[config.mk]
export PLATFORM = sky130hd
export DESIGN_NAME = kill_control
export DESIGN_NICKNAME = d
export VERILOG_FILES = /design/src/hdl/kill_pkg.sv /design/src/hdl/kill_control.sv
export SDC_FILE = /design/constraint.sdc
export NUM_CORES = 1
export LEC_CHECK = 0
export ABC_AREA = 1
export BUFFER_PORTS_ARGS = -buffer_cell sky130_fd_sc_hd__buf_2
export CORE_UTILIZATION = 40
export CTS_BUF_LIST = sky130_fd_sc_hd__clkbuf_8
export DETAILED_ROUTE_END_ITERATION = 8
export MAX_ROUTING_LAYER = met4
export PLACE_DENSITY = 0.62
export SYNTH_ARGS = -nofsm -noshare
export SYNTH_HDL_FRONTEND = slang
export SYNTH_SLANG_ARGS = --single-unit
[constraint.sdc]
create_clock -name i_clk -period 3.4 [get_ports i_clk]
set_input_delay 0.17 -clock i_clk [delete_from_list [all_inputs] [get_ports i_clk]]
set_output_delay 0.17 -clock i_clk [all_outputs]
set_load 0.005 [all_outputs]
[src/hdl/kill_pkg.sv]
`default_nettype none

package kill_pkg;

    localparam int BOARD_N = 15;
    localparam int CELLS   = BOARD_N * BOARD_N;

    typedef enum logic [1:0] {
        CELL_EMPTY = 2'd0,
        CELL_BLACK = 2'd1,  // attacker
        CELL_WHITE = 2'd2,  // defender
        CELL_BLOCK = 2'd3   // off-board cells in windows only
    } cell_t;

    typedef cell_t [CELLS-1:0] board_t;  // row * BOARD_N + col

    typedef logic [7:0] pos_t;

    typedef cell_t [8:0] window_t;  // [4] is the probe cell

    typedef struct packed {
        logic             valid;
        logic             last;
        pos_t             pos;
        window_t [3:0]    win;  // horiz, vert, diag, anti-diag
    } probe_t;

    typedef struct packed {
        logic valid;
        logic last;
        pos_t pos;
        logic is_five;
        logic is_four;
        pos_t block_pos;
    } eval_t;

    typedef struct packed {
        logic valid;
        logic has_five;
        pos_t five_pos;
        logic has_four;
        pos_t four_pos;
        pos_t block_pos;
    } scan_result_t;

    typedef struct packed {
        logic apply;
        pos_t atk_pos;
        pos_t def_pos;
    } ply_t;

endpackage

`default_nettype wire

[src/hdl/kill_control.sv]
`timescale 1ns/1ps
`default_nettype none

module kill_control (
    input  logic                    i_clk,
    input  logic                    i_rst_n,
    input  logic                    i_start,
    input  logic [4:0]              i_depth,
    input  kill_pkg::scan_result_t  i_result,
    output logic                    o_load,
    output logic                    o_scan_go,
    output kill_pkg::ply_t          o_ply,
    output logic                    o_sha,
    output logic                    o_finish,
    output kill_pkg::pos_t          o_win_pos
);

    typedef enum logic [1:0] {
        ST_IDLE,
        ST_SCAN,
        ST_APPLY,
        ST_DONE
    } state_t;

    state_t     state_r;
    logic [4:0] depth_r;
    logic [4:0] plies_r;  // fours played so far

    assign o_load = (state_r == ST_IDLE) && i_start;

    always_ff @(posedge i_clk or negedge i_rst_n) begin
        if (!i_rst_n) begin
            state_r   <= ST_IDLE;
            depth_r   <= '0;
            plies_r   <= '0;
            o_scan_go <= 1'b0;
            o_ply     <= '0;
            o_sha     <= 1'b0;
            o_finish  <= 1'b0;
            o_win_pos <= '0;
        end else begin
            o_scan_go   <= 1'b0;
            o_ply.apply <= 1'b0;
            o_finish    <= 1'b0;
            case (state_r)
                ST_IDLE: begin
                    if (i_start) begin
                        depth_r   <= i_depth;
                        plies_r   <= '0;
                        o_sha     <= 1'b0;
                        o_win_pos <= '0;
                        o_scan_go <= 1'b1;  // board loads on this edge
                        state_r   <= ST_SCAN;
                    end
                end
                ST_SCAN: begin
                    if (i_result.valid) begin
                        if (i_result.has_five) begin
                            o_sha     <= 1'b1;
                            o_win_pos <= i_result.five_pos;
                            o_finish  <= 1'b1;
                            state_r   <= ST_DONE;
                        end else if (!i_result.has_four || plies_r >= depth_r) begin
                            o_finish <= 1'b1;  // no forcing line left
                            state_r  <= ST_DONE;
                        end else begin
                            o_ply.apply   <= 1'b1;
                            o_ply.atk_pos <= i_result.four_pos;
                            o_ply.def_pos <= i_result.block_pos;
                            plies_r       <= plies_r + 5'd1;
                            state_r       <= ST_APPLY;
                        end
                    end
                end
                ST_APPLY: begin
                    o_scan_go <= 1'b1;  // board updated by now
                    state_r   <= ST_SCAN;
                end
                default: begin
                    state_r <= ST_IDLE;  // finish strobe cycle
                end
            endcase
        end
    end

endmodule

`default_nettype wire

Word level (Yosys, flattened, before mapping). Cells that the tools add are included.

Eq/ne operators: 7. Muxes and demuxes: 28. Add/subtract/negate cells: 1. Order comparisons: 1. Reduce and logical (&&, ||, !) cells: 10. Bitwise gates (word level): 2.

Operators by type and width (count): 17-bit 2-to-1 mux (4); 8-bit 2-to-1 mux (3); 5-bit 2-to-1 mux (4); 8-bit one-hot mux with 2 select lines (1); 1-bit 2-to-1 mux (10); 2-bit != test (second input constant) (5); 5-bit one-hot mux with 2 select lines (1); 4-bit AND reduction (2); 2-bit one-hot mux with 3 select lines (1); 5-bit by 1-bit adder with 5-bit output (second input constant) (1); 5-bit >= comparator (1); 5-bit AND reduction (1); 2-bit 2-to-1 mux (2); 1-bit one-hot mux with 2 select lines (2); 2-bit AND reduction (2); 2-bit by 1-bit == test with 1-bit output (second input constant) (1); 2-bit == test (second input constant) (1); 2-bit logical NOT (1); 1-bit inverter (2); 2-bit nonzero test (1); 1-bit logical AND (1); 1-bit logical NOT (1); 1-bit logical OR (1).

Word-level logic and storage cells: 59. Flip-flop bits (word level): 40. Output and inout port bits: 29. Input bits: 35.

Longest topological paths before layout. Gate-level depths: netlist of run 1.

Depth after elaboration: 6. Gate-level depth with buffers: 10. Depth with buffers taken out: 9.

Least setup slack after synthesis of run 1. OpenSTA, ideal clock, no wires.

Path type: flip-flop to flip-flop. Start point: register plies_r[4]. End point: register plies_r[1]. Setup slack: 1.920 ns. Arrival: 1.363 ns. Path buffers: 1. Clock period less this slack: 1.480 ns. Stages on the path, launching flop included: 9. Data required time: 3.283 ns. Library setup time: 0.117 ns. Cell sequence: dfrtp_1 ha_1 nand2_1 nand3_1 nor2_2 nand3_4 buf_2 nand3_1 nand2_1.

Word-level cells in the longest chain between the ends: 4.

Ends and longest elaborated chain: from (decl) (line kill_control.sv:27) `logic [4:0] plies_r;`; from (signal assigned) (line kill_control.sv:70) `plies_r <= plies_r + 5'd1;`; 5-bit >= comparator (line kill_control.sv:63) `end else if (!i_result.has_four || plies_r >= depth_r) begin`; 1-bit logical OR (line kill_control.sv:63); 2-bit != test (no line); 5-bit AND reduction (no line).

Every way passes these cells. A chain may end at the register's enable or synchronous reset.

Final worst setup path of run 1.
Start point: register plies_r[0]. End point: register o_ply[9] in the netlist's numbering.

Word-level cells in the longest chain between the ends: 4.

Ends and longest elaborated chain: 5-bit >= comparator (line kill_control.sv:63); 1-bit logical OR (line kill_control.sv:63); 1-bit inverter (no line); 4-bit AND reduction (no line); to (decl) (line kill_control.sv:12) `output kill_pkg::ply_t o_ply,`.

Every way passes these cells.

==> results.cfg, run 1 <==
[critical_path]
critPathRequiredTime_ns = 3.63
max_stage_delay_ns = 0.43
end_kind = flip-flop
cp_slowest_cell = dfrtp_1
criticalPathCategory = reg2reg
start_kind = flip-flop
cp_common_cell = nand2_1
cp_cell_sequence = inv_1 > ha_1 > o21ai_1 > nand3_4 > inv_4 > nand2_1 > nand2_1
crit_path_max_fanout = 23
critical-path-top-delay-family = simple AND/OR/NAND/NOR gates
crit_buf_inv = 2
cp.arrival_ns = 2.08

[floorplanning]
die_w_um = 69.4
die_h_um = 69.4
fp.coreArea_sq_um = 4350
dieArea_sq_um = 4810
ioPinCount = 64
row_count = 24
start_util_pct = 41.7

[placement]
placed_cells = 315
dp_hpwl_um = 2610
place_ws_ns = 1.55
placedInstanceArea_sq_um = 2160
routabilityCongestion = 0.759
io_buffers = 63

[timing]
setup_ws_ns = 1.55
worst_slew_pin_slew_ns = 0.886
slew_viol_final = 0
max_clock_freq_mhz = 542
finalCriticalPeriod_ns = 1.85
timing.hold.ws_ns = -0.00259
setup_violations = 0
post-route-period-util_pct = 54.3
hold_viol_final = 2
fin_skew_ns = 0.00358
max_slew_margin_pct = 40.9
grt_setup_unrepaired = false
tns_ns = 0

[cts]
insertion_delay_ns = 0.29
cts-root-buf = clkbuf_8
postCtsSetupRepairBufs = 0
cts_buffers = 5
cts_buffer_depth = 2
path_clk_slew_ns = 0.08
clock-sinks = 40
ctsResizeCount = 0
h-tree-depth = 2
cts_tree = built
postCtsHoldBufs = 0

[global_routing]
grt_pass1_wl_um = 6390
gr-total-overflow = 0
grt_usage_pct = 17.2
antenna_found_initial = 0
grt_pass1_vias = 1409
grt_max_degree = 41

[yosys]
synth_seq_cells = 40
synth_cell_types = 22
yosys_warnings = 0
synthTopCellsByArea = dfrtp_1 55%, nand2_1 16%, ha_1 4.1%, nand3_1 4.1%, o21ai_0 3.9%
synthCells = 204
seq_area_frac_synth_pct = 55.1
syn_area_sq_um = 1820
syn_nets = 245
avgSynthCellArea_sq_um = 8.90
yosys.area.top_type_share_pct = 55.1
post-synth-top-area-cell = dfrtp_1

[final_layout]
layout_commonest_cell = nand2_1
diodes = 0
final_area_sq_um = 2270
finish.utilization_pct = 52.1
drive_gt1_share_pct = 32.8
area_growth_pct = 24.9
multi_input_area_sq_um = 717
final_nets = 311
most-common-layout-cells = 78 x nand2_1, 63 x buf_2, 40 x dfrtp_1
fillers = 431
ff_latch_area_sq_um = 1000
final-instance-count-excl-fill = 323

[detailed_routing]
drt_wl_total_um = 3710
via_count = 1495
detail-route-antenna-nets = 0
via_per_inst = 4.63
dr.first_iter.drc_count = 92
wire_per_inst_um = 11.5
drc = 0
first_pass_iters = 4

[power_and_ir_drop]
leakage_nw = 1.32
power_density_nw_per_um2 = 771
vdd_drop_max_mv = 0.287
finalPower_mw = 1.75

[outcome]
status = finished with violations
violations = negative hold slack

[job]
drv_cap = 0

[min_path]
hp-class = in2async
==> worst register-to-register path: cells and delay by family (launching register included) <==
family	cells	cell delay [ns]
and+or+nand+nor	3	0.45
adders and majority gates	1	0.27
buffers and inverters	2	0.36
AOI/OAI and AO/OA	1	0.28
DFF	1	0.43
==> per-layer routing <==
| metal | global-route usage [%] | part of all wire (%) | up-vias | routed length (um) |
|---|---|---|---|---|
| met1 | 22.1 | 47 | 684 | 1740 |
| met2 | 25.4 | 47 | 33 | 1740 |
| met3 | 4.80 | 4.5 | 8 | 168 |
| met4 | 7.48 | 1.8 | 0 | 65 |
| met5 | - | 0 | - | 0 |
| li1 | - | - | 770 | - |
==> Yosys cell counts (all sizes together) <==
library cell / instances
o21bai: 1
o21ai: 15
dfrtp: 40
nor2: 15
xor2: 1
nand3: 16
a21oi: 1
nand2: 88
ha: 6
nor3: 1
clkinv: 1
inv: 15
buf: 4
==> worst paths after layout <==
check                            startpoint      endpoint  slack (ns)  cells past startpoint
worst min register to register    o_ply[12]     o_ply[12]        0.48                      2
max in group asynchronous           i_rst_n    depth_r[0]        2.86                      1
worst min-delay path                i_rst_n  o_win_pos[2]      -0.003                      1
min in group i_clk              i_result[8]      o_ply[8]        0.07                      3
worst max register to register   plies_r[0]      o_ply[9]        1.55                      7
worst max-delay path             plies_r[0]      o_ply[9]        1.55                      7
==> final cells by class <==
class / count / area share [%]
flip-flops and latches: 40 / 44.1
multi-input cells: 144 / 31.6
repair buffers: 63 / 13.9
clock buffers: 5 / 3.03
well taps: 52 / 2.87
inverters: 16 / 2.76
clock inverters: 3 / 1.71
==> logic make-up (layout without fill, tap and decap cells) <==
logic type,count (synthesis),after routing,synth area share [%]
AOI/OAI and AO/OA,17,17,4.82
xor gates and xnor gates,1,1,0.483
adders and majority gates,6,6,4.13
buffers and inverters,20,87,5.38
DFF,40,40,55.1
and+or+nand+nor,120,120,30.0
==> report_power, final <==
| group | switching [mW] | total, mW | leakage [nW] | internal, mW |
|---|---|---|---|---|
| Sequential | 0.0913 | 0.749 | 0.513 | 0.658 |
| Combinational | 0.373 | 0.623 | 0.744 | 0.249 |
| Clock | 0.161 | 0.376 | 0.0593 | 0.215 |
| Total | 0.626 | 1.75 | 1.32 | 1.12 |
==> state kept, by name (all words and copies together) (netlist names) <==
register,flops
o_sha,1
o_ply,17
o_win_pos,8
state_r,2
plies_r,5
o_scan_go,1
depth_r,5
o_finish,1
Note: power is estimated with default switching activity, not from simulation.
==> inputs of run 2 (changes only) <==
--- a/config.mk
+++ b/config.mk
@@ -5,13 +5,13 @@
 export SDC_FILE = /design/constraint.sdc
 export NUM_CORES = 1
 export LEC_CHECK = 0
-export ABC_AREA = 1
+export ABC_AREA = 0
 export BUFFER_PORTS_ARGS = -buffer_cell sky130_fd_sc_hd__buf_2
 export CORE_UTILIZATION = 40
 export CTS_BUF_LIST = sky130_fd_sc_hd__clkbuf_8
 export DETAILED_ROUTE_END_ITERATION = 8
 export MAX_ROUTING_LAYER = met4
-export PLACE_DENSITY = 0.62
+export PLACE_DENSITY = 0.65
 export SYNTH_ARGS = -nofsm -noshare
 export SYNTH_HDL_FRONTEND = slang
 export SYNTH_SLANG_ARGS = --single-unit
==> constraint.sdc (replaced) <==
create_clock -name i_clk -period 1.6 [get_ports i_clk]
set_input_delay 0.08 -clock i_clk [delete_from_list [all_inputs] [get_ports i_clk]]
set_output_delay 0.08 -clock i_clk [all_outputs]
set_load 0.005 [all_outputs]
==> run 2 against run 1 <==
Clock-buffer cell count is the same. Final cell count down 7.7%. Flip-flop and latch count is the same. Fmax increased by 0.17%. The run ends with negative setup slack left.
==> results.cfg, run 2 <==
[floorplanning]
fp.coreArea_sq_um = 4140
row_count = 23
ioPinCount = 64
die_h_um = 68.7
dieArea_sq_um = 4730
die_w_um = 68.7
start_util_pct = 43.0

[critical_path]
cp_slowest_cell = or4_4
crit_end = plies_r[4]
crit_start = plies_r[0]
crit_path_max_fanout = 6
critPathRequiredTime_ns = 1.82
cp_cell_sequence = inv_1 > ha_1 > nor2b_1 > o21ai_1 > a31o_4 > buf_6 > or4_4 > nand3_2
r2r-end = plies_r[4]
cp.arrival_ns = 2.06
max_stage_delay_ns = 0.48
end_kind = flip-flop
criticalPathCategory = reg2reg
start_kind = flip-flop
r2r_start = plies_r[0]
regToRegSetupSlack_ns = -0.24
reg2reg_depth = 8

[yosys]
synth_commonest_cells = 40 x dfrtp_1, 32 x nand2_1, 16 x o21ai_0
synth_cell_types = 29
yosys_warnings = 0
yosysMostFrequentCell = dfrtp_1
post-synth-top-area-cell = dfrtp_1
synth_edf_count = 0
syn_area_sq_um = 1780
synthCells = 157
synth-async-reset-ratio_pct = 100
seq_area_frac_synth_pct = 56.2
syn_nets = 198
yosys.area.top_type_share_pct = 56.2
avgSynthCellArea_sq_um = 11.3
synthTopCellsByArea = dfrtp_1 56%, nand2_1 6.7%, mux2_2 6.3%, mux2_4 5.9%, o21ai_0 4.5%
synthFlopType = dfrtp_1
synth_seq_cells = 40

[final_layout]
final_nets = 289
largestRegisters = o_ply x17, o_win_pos x8
diodes = 0
layout_commonest_cell = buf_2
drive_gt1_share_pct = 50.0
fillers = 375
area_growth_pct = 39.5
largest_reg_flops = 17
largest-register = o_ply
most-common-layout-cells = 63 x buf_2, 40 x dfrtp_1, 30 x nand2_1

[timing]
max_slew_margin_pct = 70.2
setup_violations = 22
timing.hold.ws_ns = 0.00665
tns_ns = -4.27
slew_viol_final = 0
max_clock_freq_mhz = 543
worst_slew_pin_slew_ns = 0.446
hold_viol_final = 0
grt_setup_unrepaired = true
finalCriticalPeriod_ns = 1.84
setup_ws_ns = -0.243
fin_skew_ns = 0.00284
post-route-period-util_pct = 115

[cts]
cts_tree = built
cts_buffer_depth = 2
insertion_delay_ns = 0.28
h-tree-depth = 2
path_clk_slew_ns = 0.07
clock-sinks = 40
cts-root-buf = clkbuf_8
cts_buffers = 5

[placement]
routabilityCongestion = 0.782
dp_hpwl_um = 2560
io_buffers = 63
place_ws_ns = -0.323

[power_and_ir_drop]
power_density_nw_per_um2 = 1720
switching_power_mw = 1.44
power_frac_comb_pct = 46.7
p_int_mw = 2.84
switching_share_pct = 33.6
leakage_nw = 1.31
pwr-share-seq_pct = 39.3
vdd_drop_max_mv = 0.829
p_clk_share_pct = 14.0
finalPower_mw = 4.28

[global_routing]
grt_pass1_vias = 1268
grt_usage_pct = 16.3
grt_max_degree = 23
antenna_found_initial = 0
grt_pass1_wl_um = 5510
gr-total-overflow = 0

[job]
drv_cap = 0

[detailed_routing]
first_pass_iters = 4
drt_wl_total_um = 3720
dr.first_iter.drc_count = 55
via_count = 1395
drc = 0
wire_per_inst_um = 12.5
detail-route-antenna-nets = 0
via_per_inst = 4.68

[outcome]
status = finished with violations
violations = negative setup slack

[min_path]
hp-class = in2reg
==> run 2: timing repair <==
item	4_1_cts	5_1_grt
resized for setup	9	12
endpoints found under the setup margin	23	24
pin swaps	2	7
setup buffers	1	2
hold buffers	4	0
cloned	0	2
hold endpoints to repair	21	0
==> run 2: layout make-up <==
| cell class | count | area, sq um | share of cell area (%) |
|---|---|---|---|
| Multi-Input combinational cell | 105 | 781 | 31.4 |
| Clock buffer | 5 | 68.8 | 2.77 |
| Timing Repair Buffer | 87 | 529 | 21.3 |
| Sequential cell | 40 | 1000 | 40.3 |
| Tap cell | 50 | 62.6 | 2.52 |
| Inverter | 9 | 33.8 | 1.36 |
| Clock inverter | 2 | 8.76 | 0.352 |
==> run 2: per-stage QoR <==
| stage | area [sq um] | std cells | util (%) |
|---|---|---|---|
| detailed placement | 2290 | 283 | 55.2 |
| finish | 2480 | 298 | 60.0 |
| floorplan | 1790 | 157 | - |
| CTS | 2440 | 295 | 59.0 |
| global placement | 2290 | 283 | 55.2 |
| global route | 2480 | 298 | 60.0 |
==> run 2: power by group through the flow <==
| stage | Combinational, mW | Sequential, mW | Clock [mW] |
|---|---|---|---|
| final | 2.00 | 1.68 | 0.598 |
| after global routing | 2.27 | 1.74 | 0.665 |
| after CTS | 1.93 | 1.68 | 0.629 |
| after detailed placement | 1.85 | 1.68 | 0 |
| after global placement | 1.81 | 1.67 | 0 |
| after floorplan | 0.987 | 1.74 | 0 |
==> run 2: cells by family (layout without fill, tap and decap cells) <==
family,count (synthesis),count (layout),synth area share (%)
AOI/OAI and AO/OA,24,24,8.22
adders and majority gates,6,6,4.21
buffers and inverters,14,103,4.35
DFF,40,40,56.2
muxes,18,18,12.8
and+or+nand+nor,55,57,14.3
==> run 2: critical path: cells and delay by family (launching register included) <==
family / cells / cell delay (ns)
fa+ha+maj: 1 / 0.27
simple gates: 3 / 0.65
flops: 1 / 0.35
compound gates: 2 / 0.35
buf+inv: 2 / 0.16
==> run 2: layer usage <==
metal  global-route usage (%)  share of wire (%)  wire length, um
met1                     19.9                 46             1720
met2                     27.0                 49             1830
met3                     4.44                4.4              165
met4                     3.83                  0                0
met5                        -                  0                0
==> run 2: worst min-delay path by stage <==
stage	slack (ns)	start	cells past startpoint	to
floorplan	-0.22	i_rst_n	0	depth_r[0]
global placement	0.05	i_rst_n	1	o_scan_go
detailed placement	0.05	i_rst_n	1	o_scan_go
CTS	0.002	i_depth[3]	3	depth_r[3]
global route	0.01	i_result[5]	2	o_ply[5]
finish	0.007	i_depth[3]	3	depth_r[3]
==> inputs of run 3 (changes only) <==
--- a/config.mk
+++ b/config.mk
@@ -5,13 +5,14 @@
 export SDC_FILE = /design/constraint.sdc
 export NUM_CORES = 1
 export LEC_CHECK = 0
-export ABC_AREA = 0
+export ABC_AREA = 1
 export BUFFER_PORTS_ARGS = -buffer_cell sky130_fd_sc_hd__buf_2
-export CORE_UTILIZATION = 40
+export CORE_UTILIZATION = 46
 export CTS_BUF_LIST = sky130_fd_sc_hd__clkbuf_8
 export DETAILED_ROUTE_END_ITERATION = 8
 export MAX_ROUTING_LAYER = met4
-export PLACE_DENSITY = 0.65
+export PLACE_DENSITY = 0.74
+export SKIP_CTS_REPAIR_TIMING = 1
 export SYNTH_ARGS = -nofsm -noshare
 export SYNTH_HDL_FRONTEND = slang
 export SYNTH_SLANG_ARGS = --single-unit
==> run 3 against run 2 <==
The run ends with negative hold slack, negative setup slack left. Via count up 12%. Clock power up 1%. Non-clock buffer count down 6. Fmax up 15%. Sequential share of layout area up 0.35 points. Total power down 14%. First-iteration DRC count up 11%. Setup slack better by 0.23 ns.
==> results.cfg, run 3 (synthesized netlist as in run 1, its figures left out) <==
[floorplanning]
die_h_um = 64.8
die_w_um = 64.8
row_count = 22
dieArea_sq_um = 4200
fp.coreArea_sq_um = 3720
ioPinCount = 64
start_util_pct = 48.9

[global_routing]
grt_pass1_vias = 1403
grt_max_degree = 41
grt_pass1_wl_um = 6000
gr-total-overflow = 0
grt_usage_pct = 19.5
antenna_found_initial = 0

[final_layout]
largestRegisters = o_ply x17, o_win_pos x8
layout_commonest_cell = nand2_1
area_growth_pct = 35.7
largest-register = o_ply
diodes = 0
largest_reg_flops = 17
final_nets = 329
most-common-layout-cells = 71 x nand2_1, 63 x buf_2, 40 x dfrtp_1
final-instance-count-excl-fill = 336
drive_gt1_share_pct = 38.2

[timing]
post-route-period-util_pct = 101
fin_skew_ns = 0.00373
grt_setup_unrepaired = true
setup_ws_ns = -0.00895
hold_viol_final = 6
finalCriticalPeriod_ns = 1.61
worst_slew_pin_slew_ns = 0.484
setup_violations = 6
max_clock_freq_mhz = 622
timing.hold.ws_ns = -0.0149
slew_viol_final = 0
max_slew_margin_pct = 67.7

[power_and_ir_drop]
vdd_drop_max_mv = 0.890
leakage_nw = 1.41
power_density_nw_per_um2 = 1500

[cts]
cts_buffers = 5
cts_buffer_depth = 2
insertion_delay_ns = 0.28
cts_tree = built
cts-root-buf = clkbuf_8
path_clk_slew_ns = 0.07
clock-sinks = 40
h-tree-depth = 2

[critical_path]
criticalPathCategory = reg2reg
cp_cell_sequence = ha_1 > nand2_1 > a21oi_1 > nor2_2 > nand3_4 > clkbuf_16 > nand2_1 > nand2_1
crit_path_max_fanout = 8
cp_slowest_cell = dfrtp_1
critical-path-top-delay-family = simple AND/OR/NAND/NOR gates
max_stage_delay_ns = 0.40
critPathRequiredTime_ns = 1.78
crit_buf_inv = 1
cp.arrival_ns = 1.79
cp_common_cell = nand2_1
start_kind = flip-flop
end_kind = flip-flop

[detailed_routing]
via_count = 1557
detail-route-antenna-nets = 0
wire_per_inst_um = 11.0
first_pass_iters = 4
drc = 0
dr.first_iter.drc_count = 61
drt_wl_total_um = 3700
via_per_inst = 4.63

[placement]
io_buffers = 63
dp_hpwl_um = 2600
routabilityCongestion = 0.832
placed_cells = 320

[outcome]
status = finished with violations
violations = negative hold slack, negative setup slack

[job]
drv_cap = 0

[min_path]
hp-class = in2reg
## run 3: cell types whose count changed in the layout (fill, tap and decap cells not counted), sizes merged, moves of 2 or more
cell and delta:
a21oi -3, buf -10, inv +5, clkinv +2
mux2 -17, or2 -3, nand3 +9, nor2 +10
nand2 +56, dlygate4sd3 +3, and3 -2, o21ai -2
or4 -2
## run 3: metal layers
metal  wire, um  global-route usage, %  vias up
li1           -                      -      807
met1       1640                   24.3      692
met2       1770                   30.2       52
met3        251                   6.69        6
met4         38                   5.28        0
met5          0                      -        -
## run 3: worst register-to-register path, cell delays in order, from the launching register on
cell       delay, ns
dfrtp_1         0.40
ha_1            0.27
nand2_1         0.08
a21oi_1         0.05
nor2_2          0.18
nand3_4         0.20
clkbuf_16       0.22
nand2_1         0.06
nand2_1         0.05
## run 3: worst paths after layout
check / from / to / slack, ns / cells past startpoint
setup / recovery: plies_r[3] / o_ply[14] / -0.009 / 8
setup reg to reg: plies_r[3] / o_ply[14] / -0.009 / 8
max in group asynchronous: i_rst_n / o_scan_go / 0.89 / 3
hold reg to reg: o_ply[3] / o_ply[3] / 0.48 / 2
hold / removal: i_result[11] / o_ply[11] / -0.01 / 3
min in group asynchronous: i_rst_n / o_win_pos[2] / 0.37 / 3
## run 3: layout make-up
| cell class | instances | area [sq um] |
|---|---|---|
| Timing Repair Buffer | 81 | 502 |
| Tap cell | 48 | 60.1 |
| Inverter | 16 | 72.6 |
| Fill cell | 322 | 1250 |
| Clock inverter | 2 | 8.76 |
| Multi-Input combinational cell | 144 | 751 |
| Clock buffer | 5 | 68.8 |
| Sequential cell | 40 | 1000 |
## run 3: power by group
part	total [mW]	internal (mW)	switching [mW]
registers	1.61	1.40	0.209
logic	1.48	0.638	0.843
clock network	0.604	0.290	0.315
total	3.70	2.33	1.37
## run 3: through the flow
step                util, %  instance area (sq um)  power (mW)  TNS (ns)  setup slack [ns]
floorplan                 -                   1820        2.43         0             0.120
global route           66.3                   2460        4.03     -1.43           -0.0852
global placement       59.8                   2220        2.96         0            0.0325
detailed placement     59.8                   2220        3.01    -0.149           -0.0278
CTS                    61.9                   2300        3.63    -0.333           -0.0329
finish                 66.3                   2460        3.70   -0.0222          -0.00895
